## src/design/rename_pkg.sv

```systemverilog
package rename_pkg;

    // ##############################
    // widths
    // ##############################

    localparam int data_w     = 32;
    localparam int reg_addr_w = 5;
    // caps the reorder buffer at 8 entries
    localparam int tag_w      = 3;

    // only alu and load ops write rd
    typedef enum logic [1:0] {
        op_alu,
        op_load,
        op_store,
        op_branch
    } op_kind_e;

    // ##############################
    // operand word
    // ##############################

    // value when ready, producer tag when pending
    typedef union packed {
        logic [data_w-1:0] value;
        struct packed {
            logic [data_w-tag_w-1:0] pad;
            logic [tag_w-1:0]        tag;
        } pend;
    } operand_u;

    typedef struct packed {
        logic     ready;
        operand_u word;
    } operand_t;

    // ##############################
    // packets
    // ##############################

    typedef struct packed {
        op_kind_e              kind;
        logic [reg_addr_w-1:0] rd;
        logic [reg_addr_w-1:0] rs1;
        logic [reg_addr_w-1:0] rs2;
        logic [data_w-1:0]     imm;
        logic [data_w-1:0]     pc;
    } issue_req_t;

    typedef struct packed {
        op_kind_e              kind;
        logic [tag_w-1:0]      dest_tag;
        logic [reg_addr_w-1:0] rd;
        operand_t              src1;
        operand_t              src2;
        logic [data_w-1:0]     imm;
        logic [data_w-1:0]     pc;
    } dispatch_t;

    typedef struct packed {
        logic [tag_w-1:0]  tag;
        logic [data_w-1:0] data;
    } result_t;

    typedef struct packed {
        logic [reg_addr_w-1:0] rd;
        logic [data_w-1:0]     data;
    } commit_t;

endpackage

```

## src/design/issue_ctrl.sv

```systemverilog
`timescale 1ns/1ns

module issue_ctrl #(
    parameter int rob_depth  = 8,
    parameter int rs_credits = 4
) (
    input  logic                         clk,
    input  logic                         rst,
    input  logic                         issue_valid,
    input  logic                         credit_return,
    input  logic                         flush,
    input  logic                         head_done,
    input  rename_pkg::op_kind_e         issue_kind,
    output logic                         issue_ready,
    output logic                         alloc_en,
    output logic [rename_pkg::tag_w-1:0] alloc_tag,
    output logic                         rename_en,
    output logic                         commit_en,
    output logic                         flush_clear,
    output logic [rename_pkg::tag_w-1:0] head_tag
);

    localparam int tw       = rename_pkg::tag_w;
    localparam int count_w  = tw + 1;
    localparam int credit_w = $clog2(rs_credits + 1);
    localparam logic [tw-1:0]      last_tag = tw'(rob_depth - 1);
    localparam logic [count_w-1:0] full_cnt = count_w'(rob_depth);

    logic [credit_w-1:0] credit_q;
    logic [count_w-1:0]  count_q;
    logic [tw-1:0]       head_q;
    logic [tw-1:0]       tail_q;

    // wrap at rob_depth, not at the tag width
    function automatic logic [tw-1:0] next_tag(input logic [tw-1:0] t);
        return (t == last_tag) ? '0 : t + 1'b1;
    endfunction

    // ##############################
    // accept and retire
    // ##############################

    assign issue_ready = (credit_q != '0) && (count_q != full_cnt) && !flush;
    assign alloc_en    = issue_valid && issue_ready;
    assign rename_en   = alloc_en && (issue_kind == rename_pkg::op_alu ||
                                      issue_kind == rename_pkg::op_load);
    // stale done bits linger in an empty buffer
    assign commit_en   = head_done && (count_q != '0) && !flush;
    assign flush_clear = flush;
    assign alloc_tag   = tail_q;
    assign head_tag    = head_q;

    // credits survive a flush because the station still hands them back
    always_ff @(posedge clk) begin
        if (rst) begin
            credit_q <= credit_w'(rs_credits);
        end else if (alloc_en && !credit_return) begin
            credit_q <= credit_q - 1'b1;
        end else if (credit_return && !alloc_en) begin
            credit_q <= credit_q + 1'b1;
        end
    end

    always_ff @(posedge clk) begin
        if (rst || flush) begin
            head_q  <= '0;
            tail_q  <= '0;
            count_q <= '0;
        end else begin
            if (alloc_en) begin
                tail_q <= next_tag(tail_q);
            end
            if (commit_en) begin
                head_q <= next_tag(head_q);
            end
            case ({alloc_en, commit_en})
                2'b10:   count_q <= count_q + 1'b1;
                2'b01:   count_q <= count_q - 1'b1;
                default: count_q <= count_q;
            endcase
        end
    end

endmodule

```

## src/design/issue_unit.sv

```systemverilog
`timescale 1ns/1ns

module issue_unit #(
    parameter int rob_depth  = 8,
    parameter int rs_credits = 4
) (
    input  logic                   clk,
    input  logic                   rst,
    input  logic                   issue_valid,
    input  rename_pkg::issue_req_t issue_req,
    output logic                   issue_ready,
    output logic                   dispatch_valid,
    output rename_pkg::dispatch_t  dispatch,
    input  logic                   credit_return,
    input  logic                   result_valid,
    input  rename_pkg::result_t    result,
    output logic                   commit_valid,
    output rename_pkg::commit_t    commit,
    input  logic                   flush
);

    logic                              alloc_en;
    logic [rename_pkg::tag_w-1:0]      alloc_tag;
    logic                              rename_en;
    logic                              commit_en;
    logic                              flush_clear;
    logic [rename_pkg::tag_w-1:0]      head_tag;
    logic                              head_done;
    logic [rename_pkg::reg_addr_w-1:0] head_rd;
    logic [rename_pkg::data_w-1:0]     head_data;
    logic [rename_pkg::tag_w-1:0]      src1_tag;
    logic [rename_pkg::tag_w-1:0]      src2_tag;
    logic                              src1_done;
    logic                              src2_done;
    logic [rename_pkg::data_w-1:0]     src1_value;
    logic [rename_pkg::data_w-1:0]     src2_value;
    rename_pkg::operand_t              src1;
    rename_pkg::operand_t              src2;

    issue_ctrl #(
        .rob_depth  (rob_depth),
        .rs_credits (rs_credits)
    ) issue_ctrl_i (
        .clk           (clk),
        .rst           (rst),
        .issue_valid   (issue_valid),
        .credit_return (credit_return),
        .flush         (flush),
        .head_done     (head_done),
        .issue_kind    (issue_req.kind),
        .issue_ready   (issue_ready),
        .alloc_en      (alloc_en),
        .alloc_tag     (alloc_tag),
        .rename_en     (rename_en),
        .commit_en     (commit_en),
        .flush_clear   (flush_clear),
        .head_tag      (head_tag)
    );

    rename_regfile rename_regfile_i (
        .clk         (clk),
        .rst         (rst),
        .rename_en   (rename_en),
        .alloc_tag   (alloc_tag),
        .issue_req   (issue_req),
        .commit_en   (commit_en),
        .head_rd     (head_rd),
        .head_data   (head_data),
        .head_tag    (head_tag),
        .flush_clear (flush_clear),
        .src1_done   (src1_done),
        .src1_value  (src1_value),
        .src2_done   (src2_done),
        .src2_value  (src2_value),
        .src1_tag    (src1_tag),
        .src2_tag    (src2_tag),
        .src1        (src1),
        .src2        (src2)
    );

    reorder_buffer #(
        .rob_depth (rob_depth)
    ) reorder_buffer_i (
        .clk          (clk),
        .rst          (rst),
        .alloc_en     (alloc_en),
        .alloc_tag    (alloc_tag),
        .alloc_rd     (issue_req.rd),
        .result_valid (result_valid),
        .result       (result),
        .head_tag     (head_tag),
        .flush_clear  (flush_clear),
        .src1_tag     (src1_tag),
        .src2_tag     (src2_tag),
        .head_done    (head_done),
        .head_rd      (head_rd),
        .head_data    (head_data),
        .src1_done    (src1_done),
        .src1_value   (src1_value),
        .src2_done    (src2_done),
        .src2_value   (src2_value)
    );

    // ##############################
    // dispatch register
    // ##############################

    always_ff @(posedge clk) begin
        if (rst) begin
            dispatch_valid <= 1'b0;
        end else begin
            dispatch_valid <= alloc_en;
        end
    end

    always_ff @(posedge clk) begin
        if (alloc_en) begin
            dispatch.kind     <= issue_req.kind;
            dispatch.dest_tag <= alloc_tag;
            dispatch.rd       <= issue_req.rd;
            dispatch.src1     <= src1;
            dispatch.src2     <= src2;
            dispatch.imm      <= issue_req.imm;
            dispatch.pc       <= issue_req.pc;
        end
    end

    // retirement goes out in the same cycle the head turns done
    assign commit_valid = commit_en;
    assign commit.rd    = commit_en ? head_rd : '0;
    assign commit.data  = commit_en ? head_data : '0;

endmodule

```

## src/design/rename_regfile.sv

```systemverilog
`timescale 1ns/1ns

module rename_regfile (
    input  logic                              clk,
    input  logic                              rst,
    input  logic                              rename_en,
    input  logic [rename_pkg::tag_w-1:0]      alloc_tag,
    input  rename_pkg::issue_req_t            issue_req,
    input  logic                              commit_en,
    input  logic [rename_pkg::reg_addr_w-1:0] head_rd,
    input  logic [rename_pkg::data_w-1:0]     head_data,
    input  logic [rename_pkg::tag_w-1:0]      head_tag,
    input  logic                              flush_clear,
    input  logic                              src1_done,
    input  logic [rename_pkg::data_w-1:0]     src1_value,
    input  logic                              src2_done,
    input  logic [rename_pkg::data_w-1:0]     src2_value,
    output logic [rename_pkg::tag_w-1:0]      src1_tag,
    output logic [rename_pkg::tag_w-1:0]      src2_tag,
    output rename_pkg::operand_t              src1,
    output rename_pkg::operand_t              src2
);

    localparam int dw       = rename_pkg::data_w;
    localparam int tw       = rename_pkg::tag_w;
    localparam int num_regs = 2 ** rename_pkg::reg_addr_w;

    logic [dw-1:0]       data_q [num_regs];
    logic [tw-1:0]       tag_q  [num_regs];
    logic [num_regs-1:0] pend_q;

    logic commit_wr;
    logic cmt_hit1;
    logic cmt_hit2;

    // settled data first, then same-cycle commit, then finished rob entry
    function automatic rename_pkg::operand_t lookup(
        input logic          pend,
        input logic [tw-1:0] tag,
        input logic [dw-1:0] data,
        input logic          cmt_hit,
        input logic [dw-1:0] cmt_data,
        input logic          done,
        input logic [dw-1:0] value
    );
        rename_pkg::operand_t op;
        op.ready = 1'b1;
        if (!pend) begin
            op.word.value = data;
        end else if (cmt_hit) begin
            op.word.value = cmt_data;
        end else if (done) begin
            op.word.value = value;
        end else begin
            op.ready         = 1'b0;
            op.word.pend.pad = '0;
            op.word.pend.tag = tag;
        end
        return op;
    endfunction

    // ##############################
    // operand lookup
    // ##############################

    assign src1_tag = tag_q[issue_req.rs1];
    assign src2_tag = tag_q[issue_req.rs2];

    assign cmt_hit1 = commit_en && (head_rd == issue_req.rs1) && (head_tag == src1_tag);
    assign cmt_hit2 = commit_en && (head_rd == issue_req.rs2) && (head_tag == src2_tag);

    // x0 is never pending and its data stays zero
    assign src1 = lookup(pend_q[issue_req.rs1], src1_tag, data_q[issue_req.rs1],
                         cmt_hit1, head_data, src1_done, src1_value);
    assign src2 = lookup(pend_q[issue_req.rs2], src2_tag, data_q[issue_req.rs2],
                         cmt_hit2, head_data, src2_done, src2_value);

    // ##############################
    // updates
    // ##############################

    assign commit_wr = commit_en && (head_rd != '0);

    always_ff @(posedge clk) begin
        if (rst) begin
            for (int i = 0; i < num_regs; i++) begin
                data_q[i] <= '0;
            end
        end else if (commit_wr) begin
            data_q[head_rd] <= head_data;
        end
    end

    // rename is applied last so it beats a matching commit
    always_ff @(posedge clk) begin
        if (rst || flush_clear) begin
            pend_q <= '0;
        end else begin
            if (commit_wr && tag_q[head_rd] == head_tag) begin
                pend_q[head_rd] <= 1'b0;
            end
            if (rename_en && issue_req.rd != '0) begin
                pend_q[issue_req.rd] <= 1'b1;
            end
        end
    end

    always_ff @(posedge clk) begin
        if (rename_en) begin
            tag_q[issue_req.rd] <= alloc_tag;
        end
    end

endmodule

```

## src/design/reorder_buffer.sv

```systemverilog
`timescale 1ns/1ns

module reorder_buffer #(
    parameter int rob_depth = 8
) (
    input  logic                              clk,
    input  logic                              rst,
    input  logic                              alloc_en,
    input  logic [rename_pkg::tag_w-1:0]      alloc_tag,
    input  logic [rename_pkg::reg_addr_w-1:0] alloc_rd,
    input  logic                              result_valid,
    input  rename_pkg::result_t               result,
    input  logic [rename_pkg::tag_w-1:0]      head_tag,
    input  logic                              flush_clear,
    input  logic [rename_pkg::tag_w-1:0]      src1_tag,
    input  logic [rename_pkg::tag_w-1:0]      src2_tag,
    output logic                              head_done,
    output logic [rename_pkg::reg_addr_w-1:0] head_rd,
    output logic [rename_pkg::data_w-1:0]     head_data,
    output logic                              src1_done,
    output logic [rename_pkg::data_w-1:0]     src1_value,
    output logic                              src2_done,
    output logic [rename_pkg::data_w-1:0]     src2_value
);

    localparam int dw = rename_pkg::data_w;
    localparam int aw = rename_pkg::reg_addr_w;

    logic [rob_depth-1:0] done_q;
    logic [aw-1:0]        rd_q    [rob_depth];
    logic [dw-1:0]        value_q [rob_depth];

    // ##############################
    // entry state
    // ##############################

    always_ff @(posedge clk) begin
        if (rst || flush_clear) begin
            done_q <= '0;
        end else begin
            if (alloc_en) begin
                done_q[alloc_tag] <= 1'b0;
            end
            // env only returns live tags, never the one being allocated
            if (result_valid) begin
                done_q[result.tag] <= 1'b1;
            end
        end
    end

    always_ff @(posedge clk) begin
        if (alloc_en) begin
            rd_q[alloc_tag] <= alloc_rd;
        end
        if (result_valid) begin
            value_q[result.tag] <= result.data;
        end
    end

    // ##############################
    // read ports
    // ##############################

    assign head_done  = done_q[head_tag];
    assign head_rd    = rd_q[head_tag];
    assign head_data  = value_q[head_tag];

    // completion forwarding for operands still marked pending
    assign src1_done  = done_q[src1_tag];
    assign src1_value = value_q[src1_tag];
    assign src2_done  = done_q[src2_tag];
    assign src2_value = value_q[src2_tag];

endmodule

```

## config.mk

```make
export PLATFORM = sky130hd
export DESIGN_NAME = issue_unit
export DESIGN_NICKNAME = d
export VERILOG_FILES = /design/src/design/rename_pkg.sv /design/src/design/issue_ctrl.sv /design/src/design/issue_unit.sv /design/src/design/rename_regfile.sv /design/src/design/reorder_buffer.sv
export SDC_FILE = /design/constraint.sdc
export NUM_CORES = 2
export LEC_CHECK = 0
export BUFFER_PORTS_ARGS = -buffer_cell sky130_fd_sc_hd__buf_2
export CORE_MARGIN = 2
export CORE_UTILIZATION = 50
export DETAILED_ROUTE_END_ITERATION = 6
export PLACE_DENSITY = 0.67
export SYNTH_ARGS = -nofsm -noshare
export SYNTH_HDL_FRONTEND = slang
export SYNTH_SLANG_ARGS = --single-unit
```

## constraint.sdc

```tcl
create_clock -name clk -period 14 [get_ports clk]
set_clock_uncertainty 0.05 [all_clocks]
set_input_delay 0 -clock clk [delete_from_list [all_inputs] [get_ports clk]]
set_output_delay 0 -clock clk [all_outputs]
set_load 0.005 [all_outputs]
```

==> impl_metrics.tcl <==
set metrics [dict create \
    yosysWarnings 0 \
    rows 148 \
    synthMuxAreaShare 0.2802 \
    first_iter_violations 8018 \
    hold_viol 0 \
    clk_path_buf_depth 3 \
    vias 53424 \
    p_leak_nw 33.60 \
    use_met1 0.4233 \
    core_area_um2 162800 \
    period_share 0.4000 \
    holdWs_ps 29.00 \
    grt-ovfl-total 0 \
    p_per_area_nw_per_um2 119.2 \
    arrival_ps 5990 \
    ys_types 64 \
    crit_cells 8 \
    synth_seq_cells 1613 \
    synth_xor_xnor_area_share 0.002244 \
    start_util 0.5034 \
    multi_input_area_um2 32610 \
    ant_nets 0 \
    rsz0062_at_grt "false" \
    grt_max_degree 128 \
    cts_tree "done" \
    gp_congestion 0.9642 \
    critPathMostFrequentCell "buf_4" \
    firstDrtPassIters 6 \
    tns_ps 0 \
    grt_pass1_wl_mm 372.0 \
    htree_num_levels 4 \
    reg2reg_depth 8 \
    instances_no_fill 8033 \
    grt.busiest_layer "met2" \
    outcome "completed" \
    routed_wl_mm 259.8 \
    final_cell_mix "edfxtp_1 (1,556), nor2_1 (1,167), mux4_2 (798), mux2i_1 (370), buf_2 (290)" \
    cts_resized 0 \
    placed_area_um2 85990 \
    fin_crit_ps 5601 \
    fill_cells 12447 \
    dp_hpwl_mm 155.4 \
    register_area_um2 47880 \
    synth_edf_count 1556 \
    r2r_setup_slack_ps 8400 \
    synth_compound_area_frac 0.02677 \
    final_util 0.5756 \
    clk_latency_ps 840 \
    grt_use_met2 0.4781 \
    crit_family "simple AND/OR/NAND/NOR gates" \
    max_slew_margin 0.1163 \
    cts_sinks 1613 \
    synth_top_family_by_area "multiplexers" \
    drive_gt1_frac 0.2858 \
    mappedNetlistArea_um2 81950 \
    grt_pass1_vias 52770 \
    cts_root_buf "clkbuf_16" \
    min_path_type "in -> reg" \
    clk_pin_slew_ps 60 \
    cpPeakStageDelay_ps 1220 \
    avgSynthCellArea_um2 15.26 \
    antenna_found_initial 10 \
    final_max_slew_viol_count 0 \
    track_usage 0.3087 \
    synth-async-reset-ratio 0 \
    crit_fanout 39 \
    timing.rr.end "rename_regfile_i.data_q[25][23]" \
    syn_inst 5369 \
    fmax_ghz 0.1786 \
    wl_per_cell_um 32.34 \
    synthSimpleGateAreaFrac 0.07735 \
    fin_nets 5845 \
    setup_viol 0 \
    io_buffers 301 \
    layout_commonest_cell "edfxtp_1" \
    yosysSeqAreaShare 0.5841 \
    die_w_um 408.8 \
    area_growth_pct 14.33 \
    synthAdderAreaFrac 0.001710 \
    die_area_um2 167100 \
    worstMarginPinSlew_ps 1325 \
    synthFlopType "edfxtp_1" \
    cp.required_ps 14390 \
    dpl.cell_count 7501 \
    cp.buffers_inverters 2 \
    drcViolationCount 0 \
    grt_util_met3 0.08617 \
    cp_cell_sequence "buf_4 -> mux4_2 -> mux2i_2 -> buf_4 -> nand2b_1 -> nor2_1 -> nand2_2 -> nand2b_2" \
    cp_slowest_cell "nand2b_2" \
    cts_buffers 171 \
    endpoint "rename_regfile_i.data_q[25][23]" \
    io-pin-count 302 \
    critPathKind "reg -> reg" \
    die_h_um 408.8 \
    drv_cap 0 \
    cp-end-kind "flip-flop" \
    final_area_um2 93680 \
    start_kind "flip-flop" \
    ir_drop_uv 120.1 \
    viasPerCell 6.651 \
]
-- where the power goes --
part | internal (mW) | switching [mW] | total (mW)
registers | 5.45 | 0.0888 | 5.54
clock network | 2.54 | 2.00 | 4.54
logic | 0.456 | 0.633 | 1.09
total | 8.45 | 2.72 | 11.2
-- cells in the mapped netlist, drive strengths merged (39+ instances only) --
master	number	share of area
edfxtp	1556	0.57
nor2	1168	0.054
mux4	798	0.22
mux2i	414	0.051
clkbuf	347	0.016
buf	168	0.010
o21ai	146	0.0089
nand2	143	0.0066
nor3	80	0.0050
mux2	71	0.0098
a21oi	60	0.0037
dfxtp	57	0.014
nand3	49	0.0031
nor2b	39	0.0030
-- metal layers --
layer,wire [um],vias up,part of all wire
met5,60,-,0.00023
met4,9014,10,0.035
met3,32020,533,0.12
li1,-,21671,-
met1,96500,27707,0.37
met2,122200,3503,0.47
-- layout make-up --
cell class,instances,share of cell area
Clock inverter,104,0.01103
Multi-Input combinational cell,3246,0.3481
Antenna cell,4,0.0001068
Tap cell,2175,0.02905
Clock buffer,210,0.04809
Sequential cell,1613,0.5110
Timing Repair Buffer,655,0.05153
Inverter,26,0.001095
-- timing repair --
action | CTS | global route
hold buffers | 214 | 0
endpoints found under the hold margin | 578 | 0
setup buffers | 0 | 0
-- worst min path at each step --
stage	start	end	slack, ps	depth (start not counted)
finish	issue_req[74]	dispatch[130]	30	2
global placement	issue_req[20]	dispatch[20]	130	1
global route	result[1]	reorder_buffer_i.value_q[0][1]	20	2
CTS	result[1]	reorder_buffer_i.value_q[0][1]	2	2
floorplan	flush	issue_ready	-10	1
detailed placement	issue_req[54]	dispatch[54]	130	1
-- sequential cells by signal, summed over array words and instances (netlist names), named ones only --
signal	cells
issue_ctrl_i.head_tag	3
rename_regfile_i.tag_q	96
issue_ctrl_i.alloc_tag	3
dispatch	140
reorder_buffer_i.rd_q	40
rename_regfile_i.data_q	1024
issue_ctrl_i.count_q	4
rename_regfile_i.pend_q	32
issue_ctrl_i.credit_q	3
reorder_buffer_i.value_q	256
reorder_buffer_i.done_q	8
dispatch_valid	1
-- cells by family after synthesis --
kind of cell | count (synthesis)
flip-flops | 1613
multiplexers | 1283
other | 1
XOR/XNOR | 21
AND/OR/NAND/NOR | 1555
adder cells (fa/ha/maj) | 10
buffers and inverters | 541
AO/OA/AOI/OAI | 345
-- per-stage QoR --
stage,setup slack (ps),total power [mW]
floorplan,8337,6.239
finish,8399,11.17
global placement,8512,6.634
global route,8330,11.44
detailed placement,8342,6.654
CTS,8540,11.18
Power figures use the tool's default switching activity.
